## src/sys_pkg.sv

```systemverilog
package sys_pkg;

	// ==============================
	// Widths
	// ==============================

	// Host data word
	localparam int IO_W = 16;
	// Host general purpose words
	localparam int GP_W = 32;
	// One video timing value
	localparam int TIM_W = 12;

	// ==============================
	// Host bus constants
	// ==============================

	// Read back while host bit 31 is low
	localparam logic [GP_W-1:0] CORE_MAGIC = 32'h5CA623A4;
	// Optimized host I/O
	localparam logic [1:0] IO_VER = 2'd1;

	// Bit positions in the host word
	localparam int GP_IO_CLK = 17;
	localparam int GP_IO_UIO = 20;

	// Command codes
	localparam logic [7:0] CMD_CFG    = 8'h01;
	localparam logic [7:0] CMD_TIMING = 8'h20;
	localparam logic [7:0] CMD_LED    = 8'h25;
	localparam logic [7:0] CMD_VOL    = 8'h26;

	// ==============================
	// Types
	// ==============================

	typedef logic [TIM_W-1:0] timing_t;

	// Order of the eight timing words in command 0x20
	typedef enum logic [2:0] {
		IDX_WIDTH,
		IDX_HFP,
		IDX_HS,
		IDX_HBP,
		IDX_HEIGHT,
		IDX_VFP,
		IDX_VS,
		IDX_VBP
	} timing_idx_t;

	// Config word, only csync is used
	typedef struct packed {
		logic [11:0] rsvd_hi;
		logic        csync;
		logic [2:0]  rsvd_lo;
	} cfg_view_t;

	// LED override pair
	typedef struct packed {
		logic [7:0] overtake;
		logic [7:0] state;
	} led_view_t;

	// One data word, decoded per command
	typedef union packed {
		cfg_view_t         cfg;
		led_view_t         led;
		logic [IO_W-1:0]   raw;
	} io_word_u;

endpackage

```

## src/mode_wr_if.sv

```systemverilog
`timescale 1ns/1ps

interface mode_wr_if import sys_pkg::*; ();

	// One write per pulse, no back-pressure
	logic        wr_en;
	timing_idx_t wr_idx;
	timing_t     wr_data;
	// First timing word of a command
	logic        seq_start;

	// Decoder side
	modport ctrl (
		output wr_en,
		output wr_idx,
		output wr_data,
		output seq_start
	);

	// Register file side
	modport regs (
		input wr_en,
		input wr_idx,
		input wr_data,
		input seq_start
	);

endinterface

```

## src/btn_debounce.sv

```systemverilog
`timescale 1ns/1ps

module btn_debounce #(
	parameter logic [31:0] DEB_DIV = 32'd100000
) (
	input  logic clk_sys,
	input  logic resetd,
	input  logic btn_n_a,
	input  logic btn_n_b,
	output logic pressed
);

	// Sample divider
	logic [31:0] div;
	logic        tick;
	// Pin synchronizer
	logic [1:0]  press_s;
	// Last eight samples
	logic [7:0]  hist;

	assign tick = (div == DEB_DIV - 1'b1);

	always_ff @(posedge clk_sys) begin
		if (resetd) begin
			div     <= '0;
			press_s <= '0;
			hist    <= '0;
			pressed <= 1'b0;
		end else begin
			// Either pin low counts as a press
			press_s <= {press_s[0], ~(btn_n_a & btn_n_b)};
			if (tick) begin
				div  <= '0;
				hist <= {hist[6:0], press_s[1]};
				// Change only on eight equal samples
				if (&hist) begin
					pressed <= 1'b1;
				end else if (~|hist) begin
					pressed <= 1'b0;
				end
			end else begin
				div <= div + 1'b1;
			end
		end
	end

endmodule

```

## src/cmd_decoder.sv

```systemverilog
`timescale 1ns/1ps

module cmd_decoder import sys_pkg::*; (
	input  logic        clk_sys,
	input  logic        resetd,
	input  logic        io_strobe,
	input  io_word_u    io_din,
	input  logic        io_uio,
	mode_wr_if.ctrl     wr,
	output logic        csync_en,
	output led_view_t   led_ovr,
	output logic [4:0]  vol_att
);

	// ==============================
	// Command state
	// ==============================

	logic       has_cmd;
	logic [7:0] cmd;
	// Word count inside a command, stops at 8
	logic [3:0] cnt;
	logic       data_stb;
	logic       tim_wr;

	// Strobe carrying a data word
	assign data_stb = io_uio & io_strobe & has_cmd;
	// Only the first eight timing words
	assign tim_wr   = data_stb & (cmd == CMD_TIMING) & ~cnt[3];

	always_ff @(posedge clk_sys) begin
		if (resetd) begin
			has_cmd  <= 1'b0;
			cmd      <= '0;
			cnt      <= '0;
			csync_en <= 1'b0;
			led_ovr  <= '0;
			vol_att  <= '0;
		end else if (!io_uio) begin
			// Command ends with uio low
			has_cmd <= 1'b0;
		end else if (io_strobe) begin
			if (!has_cmd) begin
				// First word is the command byte
				has_cmd <= 1'b1;
				cmd     <= io_din.raw[7:0];
				cnt     <= '0;
			end else begin
				case (cmd)
					CMD_CFG: begin
						csync_en <= io_din.cfg.csync;
					end
					CMD_TIMING: begin
						if (!cnt[3]) begin
							cnt <= cnt + 1'b1;
						end
					end
					CMD_LED: begin
						led_ovr <= io_din.led;
					end
					CMD_VOL: begin
						vol_att <= io_din.raw[4:0];
					end
					default: begin
						// Unknown command, data dropped
					end
				endcase
			end
		end
	end

	// ==============================
	// Timing writes
	// ==============================

	// Same cycle as the strobe so registers land one cycle later
	assign wr.wr_en     = tim_wr;
	assign wr.wr_idx    = timing_idx_t'(cnt[2:0]);
	assign wr.wr_data   = io_din.raw[TIM_W-1:0];
	assign wr.seq_start = tim_wr & (cnt == 4'd0);

endmodule

```

## src/hps_io_sync.sv

```systemverilog
`timescale 1ns/1ps

module hps_io_sync import sys_pkg::*; (
	input  logic            clk_sys,
	input  logic            resetd,
	input  logic [GP_W-1:0] hps_out,
	input  logic            btn_user,
	input  logic            btn_osd,
	output logic [GP_W-1:0] hps_in,
	output logic            io_strobe,
	output io_word_u        io_din,
	output logic            io_uio
);

	// Two synchronizer stages
	logic [GP_W-1:0] hps_d;
	logic [GP_W-1:0] hps_r;
	// Previous clock sample and ack
	logic rack;
	logic io_ack;
	logic io_clk;
	logic [GP_W-1:0] gp_in;

	assign io_clk = hps_r[GP_IO_CLK];

	always_ff @(posedge clk_sys) begin
		if (resetd) begin
			hps_d     <= '0;
			hps_r     <= '0;
			rack      <= 1'b0;
			io_ack    <= 1'b0;
			io_strobe <= 1'b0;
		end else begin
			hps_d     <= hps_out;
			hps_r     <= hps_d;
			// Rising edge of host clock bit
			io_strobe <= io_clk & ~rack;
			rack      <= io_clk;
			// Ack trails the strobe by one cycle
			io_ack    <= rack;
		end
	end

	// Data and command enable straight from the synced word
	assign io_din.raw = hps_r[IO_W-1:0];
	assign io_uio     = hps_r[GP_IO_UIO];

	// Bit 31 low tells the host the FPGA is configured
	assign gp_in = {1'b0, btn_user, btn_osd, 9'd0, IO_VER, io_ack, 1'b0, {IO_W{1'b0}}};

	// Host reads magic until it raises bit 31
	assign hps_in = hps_out[31] ? gp_in : CORE_MAGIC;

endmodule

```

## src/led_ctrl.sv

```systemverilog
`timescale 1ns/1ps

module led_ctrl import sys_pkg::*; (
	input  logic       clk_sys,
	input  logic       resetd,
	input  led_view_t  led_ovr,
	input  logic       core_led_user,
	input  logic [1:0] core_led_power,
	input  logic [1:0] core_led_disk,
	output logic [7:0] led
);

	logic       led_p;
	logic       led_d;
	logic [7:0] status;

	// Power lit only for pattern 2'b10
	assign led_p = core_led_power[1] & ~core_led_power[0];
	// Disk lit on activity or forced on
	assign led_d = core_led_disk[0] | (core_led_disk[1] & ~core_led_disk[0]);
	// Status layout on the board LEDs
	assign status = {3'b000, led_p, 1'b0, led_d, 1'b0, core_led_user};

	always_ff @(posedge clk_sys) begin
		if (resetd) begin
			led <= '0;
		end else begin
			// Override bit wins per LED
			led <= (led_ovr.overtake & led_ovr.state) | (~led_ovr.overtake & status);
		end
	end

endmodule

```

## src/sys_top.sv

```systemverilog
`timescale 1ns/1ps

module sys_top import sys_pkg::*; #(
	parameter logic [31:0] DEB_DIV = 32'd100000
) (
	input  logic            clk_sys,
	input  logic            resetd,
	input  logic [GP_W-1:0] hps_out,
	input  logic            btn_user_n,
	input  logic            btn_osd_n,
	input  logic [1:0]      key,
	input  logic            core_vs,
	input  logic            core_hs,
	input  logic            core_led_user,
	input  logic [1:0]      core_led_power,
	input  logic [1:0]      core_led_disk,
	output logic [GP_W-1:0] hps_in,
	output logic [7:0]      led,
	output logic            vga_vs,
	output logic            vga_hs,
	output timing_t         h_total,
	output timing_t         v_total,
	output logic            mode_changed,
	output logic [4:0]      vol_att
);

	// Host bus to decoder
	logic      io_strobe;
	io_word_u  io_din;
	logic      io_uio;
	// Debounced buttons
	logic      btn_user;
	logic      btn_osd;
	// Decoded controls
	logic      csync_en;
	led_view_t led_ovr;

	mode_wr_if mode_wr ();

	// ==============================
	// Host side
	// ==============================

	hps_io_sync hps_io_sync_i (
		.clk_sys   (clk_sys),
		.resetd    (resetd),
		.hps_out   (hps_out),
		.btn_user  (btn_user),
		.btn_osd   (btn_osd),
		.hps_in    (hps_in),
		.io_strobe (io_strobe),
		.io_din    (io_din),
		.io_uio    (io_uio)
	);

	cmd_decoder cmd_decoder_i (
		.clk_sys   (clk_sys),
		.resetd    (resetd),
		.io_strobe (io_strobe),
		.io_din    (io_din),
		.io_uio    (io_uio),
		.wr        (mode_wr.ctrl),
		.csync_en  (csync_en),
		.led_ovr   (led_ovr),
		.vol_att   (vol_att)
	);

	video_mode_regs video_mode_regs_i (
		.clk_sys      (clk_sys),
		.resetd       (resetd),
		.wr           (mode_wr.regs),
		.h_total      (h_total),
		.v_total      (v_total),
		.mode_changed (mode_changed)
	);

	// ==============================
	// Board I/O
	// ==============================

	led_ctrl led_ctrl_i (
		.clk_sys        (clk_sys),
		.resetd         (resetd),
		.led_ovr        (led_ovr),
		.core_led_user  (core_led_user),
		.core_led_power (core_led_power),
		.core_led_disk  (core_led_disk),
		.led            (led)
	);

	// User button shares key 1
	btn_debounce #(.DEB_DIV(DEB_DIV)) btn_user_i (
		.clk_sys (clk_sys),
		.resetd  (resetd),
		.btn_n_a (btn_user_n),
		.btn_n_b (key[1]),
		.pressed (btn_user)
	);

	// OSD button shares key 0
	btn_debounce #(.DEB_DIV(DEB_DIV)) btn_osd_i (
		.clk_sys (clk_sys),
		.resetd  (resetd),
		.btn_n_a (btn_osd_n),
		.btn_n_b (key[0]),
		.pressed (btn_osd)
	);

	vga_sync_conditioner vga_sync_i (
		.clk_sys  (clk_sys),
		.resetd   (resetd),
		.core_vs  (core_vs),
		.core_hs  (core_hs),
		.csync_en (csync_en),
		.vga_vs   (vga_vs),
		.vga_hs   (vga_hs)
	);

endmodule

```

## src/vga_sync_conditioner.sv

```systemverilog
`timescale 1ns/1ps

module vga_sync_conditioner (
	input  logic clk_sys,
	input  logic resetd,
	input  logic core_vs,
	input  logic core_hs,
	input  logic csync_en,
	output logic vga_vs,
	output logic vga_hs
);

	// Run length counter width
	localparam int RUN_W = 24;

	// Bit 1 vs, bit 0 hs
	logic [1:0] sync_raw;
	logic [1:0] sync_norm;

	assign sync_raw = {core_vs, core_hs};

	// ==============================
	// Polarity measurement
	// ==============================

	for (genvar i = 0; i < 2; i++) begin : g_chan
		logic             s1;
		logic             s2;
		logic [RUN_W-1:0] run_cnt;
		logic [RUN_W-1:0] hi_len;
		logic [RUN_W-1:0] lo_len;
		// High when the sync is active low
		logic             pol;

		always_ff @(posedge clk_sys) begin
			if (resetd) begin
				s1      <= 1'b0;
				s2      <= 1'b0;
				run_cnt <= '0;
				hi_len  <= '0;
				lo_len  <= '0;
				pol     <= 1'b0;
			end else begin
				s1 <= sync_raw[i];
				s2 <= s1;
				// Restart on every edge, saturate otherwise
				if (s1 != s2) begin
					run_cnt <= '0;
				end else if (~&run_cnt) begin
					run_cnt <= run_cnt + 1'b1;
				end
				// Rising edge closes a low run
				if (s1 & ~s2) begin
					lo_len <= run_cnt;
				end
				// Falling edge closes a high run
				if (~s1 & s2) begin
					hi_len <= run_cnt;
				end
				pol <= (hi_len > lo_len);
			end
		end

		// Active high after normalization
		assign sync_norm[i] = sync_raw[i] ^ pol;
	end

	// ==============================
	// Output select
	// ==============================

	// Composite sync on hs, vs held high
	assign vga_vs = csync_en ? 1'b1 : ~sync_norm[1];
	assign vga_hs = csync_en ? ~(sync_norm[1] ^ sync_norm[0]) : ~sync_norm[0];

endmodule

```

## src/video_mode_regs.sv

```systemverilog
`timescale 1ns/1ps

module video_mode_regs import sys_pkg::*; (
	input  logic    clk_sys,
	input  logic    resetd,
	mode_wr_if.regs wr,
	output timing_t h_total,
	output timing_t v_total,
	output logic    mode_changed
);

	// 1920x1080@60 CEA
	localparam timing_t TIM_DEFAULT [8] = '{
		12'd1920, 12'd88, 12'd44, 12'd148,
		12'd1080, 12'd4,  12'd5,  12'd36
	};

	timing_t tim [8];
	logic    differs;

	// New value against stored one
	assign differs = (wr.wr_data != tim[wr.wr_idx]);

	always_ff @(posedge clk_sys) begin
		if (resetd) begin
			tim          <= TIM_DEFAULT;
			mode_changed <= 1'b0;
		end else if (wr.wr_en) begin
			tim[wr.wr_idx] <= wr.wr_data;
			// Fresh sequence starts from this word's compare
			if (wr.seq_start) begin
				mode_changed <= differs;
			end else if (differs) begin
				mode_changed <= 1'b1;
			end
		end
	end

	// ==============================
	// Totals
	// ==============================

	// One cycle behind the timing registers
	always_ff @(posedge clk_sys) begin
		h_total <= tim[IDX_WIDTH] + tim[IDX_HFP] + tim[IDX_HS] + tim[IDX_HBP];
		v_total <= tim[IDX_HEIGHT] + tim[IDX_VFP] + tim[IDX_VS] + tim[IDX_VBP];
	end

endmodule

```

## config.mk

```make
export PLATFORM = sky130hd
export DESIGN_NAME = sys_top
export DESIGN_NICKNAME = d
export VERILOG_FILES = /design/src/sys_pkg.sv /design/src/mode_wr_if.sv /design/src/btn_debounce.sv /design/src/cmd_decoder.sv /design/src/hps_io_sync.sv /design/src/led_ctrl.sv /design/src/sys_top.sv /design/src/vga_sync_conditioner.sv /design/src/video_mode_regs.sv
export SDC_FILE = /design/constraint.sdc
export NUM_CORES = 1
export LEC_CHECK = 0
export BUFFER_PORTS_ARGS = -buffer_cell sky130_fd_sc_hd__buf_2
export CAP_MARGIN = 20
export CORE_AREA = 3 3 162 204
export DETAILED_ROUTE_END_ITERATION = 10
export DIE_AREA = 0 0 165 207
export GPL_TIMING_DRIVEN = 0
export PLACE_DENSITY = 0.94
export SYNTH_ARGS = -nofsm -noshare
export SYNTH_HDL_FRONTEND = slang
export SYNTH_SLANG_ARGS = --single-unit
```

## constraint.sdc

```tcl
create_clock -name clk_sys -period 6.3 [get_ports clk_sys]
set_input_delay 1.26 -clock clk_sys [delete_from_list [all_inputs] [get_ports clk_sys]]
set_output_delay 1.26 -clock clk_sys [all_outputs]
set_load 0.03 [all_outputs]
```

==> metrics.md <==
| Metric | Value |
|---|---|
| Ys async rst share | 0 |
| Critical path arrival | roughly 4 ns |
| Layout Cells excl Fill | ~2700 |
| Synth Cell Area | 20300 um2 |
| Seq pwr share | 0.490 |
| Setup TNS | 0 ns |
| Mux cell area share after synthesis | 0.136 |
| Iteration-0 DRC Markers | 1480 |
| Placed cells | around 2700 |
| Number of remaining DRC errors | 0 |
| RSZ-0062 raised after global routing | false |
| Post-DRT Antenna Nets | 0 |
| Net switching power figure | approximately 1.3 mW |
| Endpoint class of the critical path | flip-flop |
| Post-synth EDFFs | 0 |
| Kind of critical path | reg2reg |
| First-pass detailed-route iteration total | 6 |
| Peak VDD IR | ~0.3 mV |
| CTS hold repair buffers | 0 |
| Chip width | 165 um |
| Post-DR vias/cell | around 6 |
| Avg Synthesized Cell Area | approximately 9.5 um2 |
| H-tree level count | 2 |
| Clk slew on worst S/H paths | 0.07 ns |
| Clock share of power | 0.472 |
| CTS max path bufs | 3 |
| Simple-gate share of the synthesized area | 0.169 |
| Peak Freq | about 270 MHz |
| Initial antenna violation count | 1 |
| Routed wire length | ~54000 um |
| Final Instance Area | around 23000 um2 |
| DP HPWL | approximately 35000 um |
| Slowest CP cell | a21oi_1 |
| Seq/Total Area, Yosys | 0.433 |
| Clk_lat worst skew | approximately 0.56 ns |
| Fin crit period | between 3 and 4 ns |
| RD Place Congestion | approximately 0.97 |
| Final hold vios | 0 |
| Primary FF master, synth | dfxtp_1 |
| Startpoint types | flip-flop |
| Max Slew Vio Count | 0 |
| Die ar. | approximately 34000 um2 |
| Antenna Cells | 0 |
| CTS Buf Count | between 40 and 50 |
| LEAKAGE | 9.30 nW |
| Fin nets | about 2500 |
| FP Rows | 73 |
| Gr ovfl total | 0 |
| Num ports | around 120 |
| Routed len/inst | about 20 um |
| Outcome | finished clean |
| Setup violators final | 0 |
| Flops & latches, synth | roughly 440 |
| Multi-input gate area | approximately 10000 um2 |
| Dpl cell area | 21300 um2 |
| Reg area | 8790 um2 |
| Library cells used by synthesis | 56 |
| Synthesized instance count | about 2100 |
| Power Dens Cells | between 200 and 300 nW/um2 |
| Worst Hold Class | reg2reg |
| CTS tree | done |
| Detailed-route via count | 16300 |
| Synthesis-to-finish area growth | 12.2% |
| Worst Max-Slew Pin Slew | slightly below 1 ns |
| Core Region | 31500 um2 |
| Cell mode on critical path | inv_1 |
| Clock sink total | around 440 |
| Cell internal pwr | ~4.4 mW |
| Die Y | approximately 210 um |
| First-pass GRT wire length | between 80000 and 90000 um |
| Slew Limit Headroom | 0.345 |
| Pin count of the biggest net entering global routing | 17 |
| Clock Skews | between 0.02 and 0.025 ns |
| Gr usage total | 0.309 |
| Switching Fraction | 0.226 |
| Comb power frac | 0.038 |
| I/O Buffers | 85 |
| Critical-path cell list | inv_1 -> fa_1 -> fa_1 -> inv_1 -> ha_1 -> inv_1 -> fa_1 -> inv_1 -> a21o_1 -> a21oi_1 -> o211ai_1 -> o211a_1 -> a31oi_1 -> xnor2_1 |
| Post-CTS Setup Bufs | 0 |
| Syn. warnings | 0 |
| Max Cap Viol | 0 |
| Period utilization | 0.577 |
| Post-Synth Adder-Cell Area | 0.0928 |
| Crit path max fanout | 3 |
| Cts repair resizes | 0 |
| Layout cells sized above 1 | 0.105 |
| Initial core utilization | 0.643 |
| Critical Path RT | slightly below 7 ns |
| Combinational family with the most area after synthesis | simple AND/OR/NAND/NOR gates |
| Hold slack final | 0.427 ns |
| Max stage delay on crit path | about 0.57 ns |
| Root buf cell | clkbuf_16 |
| Synth Area in XOR/XNOR | 0.0570 |
| Vias in the first global route | around 17000 |
| Compound-cell area share of the yosys netlist | 0.0452 |
| Filler cells | between 1500 and 2000 |
==> worst max-delay path, delay by kind of cell (launching register included) <==
| family | cells | cell delay (ns) |
|---|---|---|
| fa+ha+maj | 4 | 1.46 |
| buf+inv | 4 | 0.27 |
| compound gates | 5 | 1.34 |
| flops | 1 | 0.38 |
| xor+xnor | 1 | 0.08 |
==> worst paths after layout <==
path	startpoint	slack, ns	end	cells past startpoint
worst min register to register	hps_io_sync_i.rack$_SDFF_PP0_	0.43	hps_io_sync_i.io_strobe$_SDFF_PP0_	1
worst max register to register	video_mode_regs_i.tim[1]$_SDFFE_PP0P_	2.66	video_mode_regs_i.v_total[11]$_DFF_P_	14
worst max-delay path	video_mode_regs_i.tim[1]$_SDFFE_PP0P_	2.66	video_mode_regs_i.v_total[11]$_DFF_P_	14
worst min-delay path	hps_io_sync_i.rack$_SDFF_PP0_	0.43	hps_io_sync_i.io_strobe$_SDFF_PP0_	1
==> flip-flops by register name (all words and copies together) (netlist names), 16 cells and up <==
| signal | flops |
|---|---|
| vga_sync_i.g_chan.hi_len | 48 |
| hps_io_sync_i.hps_r | 18 |
| video_mode_regs_i.tim | 96 |
| btn_user_i.div | 32 |
| btn_osd_i.div | 32 |
| vga_sync_i.g_chan.run_cnt | 48 |
| cmd_decoder_i.led_ovr | 16 |
| vga_sync_i.g_chan.lo_len | 48 |
| hps_io_sync_i.hps_d | 18 |
==> cell families after synthesis <==
logic type | count (synthesis)
and+or+nand+nor | 727
DFF | 439
adders and majority gates | 124
other | 2
xor gates and xnor gates | 132
AOI/OAI and AO/OA | 148
buffers and inverters | 317
muxes | 255
==> area by class of cell <==
class                           instances  area share
Clock buffer                           50      0.0497
Buffer                                124      0.0273
Sequential cell                       439       0.386
Tap cell                              412      0.0227
Multi-Input combinational cell       1404       0.448
Clock inverter                         25      0.0151
Timing Repair Buffer                   85      0.0187
Inverter                              193      0.0318
==> through the flow <==
stage	worst slack (ns)	utilization	total power [mW]
global placement	2.85	0.675	3.07
detailed placement	2.77	0.675	3.08
global route	2.58	0.722	5.86
finish	2.66	0.722	5.74
floorplan	3.01	-	3.01
CTS	2.71	0.722	5.73
==> Yosys cell counts (3+ instances only) <==
master / n / area share
inv_1: 192 / 0.036
o21ai_0: 29 / 0.0072
buf_4: 32 / 0.012
buf_1: 5 / 0.00093
nor3_1: 26 / 0.0064
clkbuf_1: 73 / 0.014
mux2i_1: 231 / 0.11
and2_1: 3 / 0.00093
a21o_1: 14 / 0.0052
o21a_1: 3 / 0.0011
or3_1: 18 / 0.0056
buf_6: 3 / 0.0017
dfxtp_1: 439 / 0.43
o22ai_1: 4 / 0.0012
nor2b_1: 48 / 0.015
nor2_2: 3 / 0.00093
mux4_2: 16 / 0.018
a21oi_1: 52 / 0.013
o21bai_1: 3 / 0.0011
xor2_1: 67 / 0.029
or2_2: 3 / 0.00093
ha_1: 80 / 0.049
mux2_2: 8 / 0.0044
and3_1: 22 / 0.0068
nand2b_1: 11 / 0.0034
buf_2: 11 / 0.0027
nand4_1: 35 / 0.011
o211ai_1: 18 / 0.0067
fa_1: 44 / 0.043
a31oi_1: 5 / 0.0015
o21ai_1: 3 / 0.00074
nand2_1: 103 / 0.019
nor2_1: 351 / 0.065
nand3_1: 54 / 0.013
xnor2_1: 65 / 0.028
a221oi_1: 8 / 0.0035
nor4_1: 20 / 0.0062
and4_1: 12 / 0.0052
or4_1: 3 / 0.0011
nor3_4: 3 / 0.0024
==> power by group through the flow <==
stage / Sequential [mW] / Combinational (mW) / Clock, mW
6_report: 2.81 / 0.216 / 2.71
5_1_grt: 2.81 / 0.227 / 2.82
4_1_cts: 2.81 / 0.210 / 2.71
3_5_place_dp: 2.88 / 0.205 / 0
3_3_place_gp: 2.87 / 0.200 / 0
2_1_floorplan: 2.87 / 0.141 / 0
==> cell usage in the layout, fill, tap and decap left out, types with 4 or more instances in the layout <==
master	n
nor4_1	20
ha_1	80
a21oi_1	52
nor2b_1	48
clkinvlp_4	4
or3_1	18
mux2_2	8
and3_1	22
a21o_1	14
nand2b_1	11
xor2_1	67
mux4_2	16
fa_1	44
clkbuf_8	7
o22ai_1	4
nor3_1	26
clkbuf_1	75
a221oi_1	8
o211ai_1	18
nand4_1	35
nor2_1	351
o21ai_0	29
clkbuf_16	41
clkinv_2	9
bufinv_16	7
buf_4	32
a31oi_1	5
buf_2	96
mux2i_1	231
conb_1	18
nand2_1	103
xnor2_1	65
inv_1	192
buf_1	5
nand3_1	54
dfxtp_1	439
and4_1	12
==> routing by layer <==
metal	wire length (um)	global-route usage	up-vias
li1	-	-	7331
met1	18700	0.347	7736
met2	26400	0.525	935
met3	4650	0.0704	328
met4	3760	0.189	2
met5	13	0	-
Note: power is estimated with default switching activity, not from simulation.
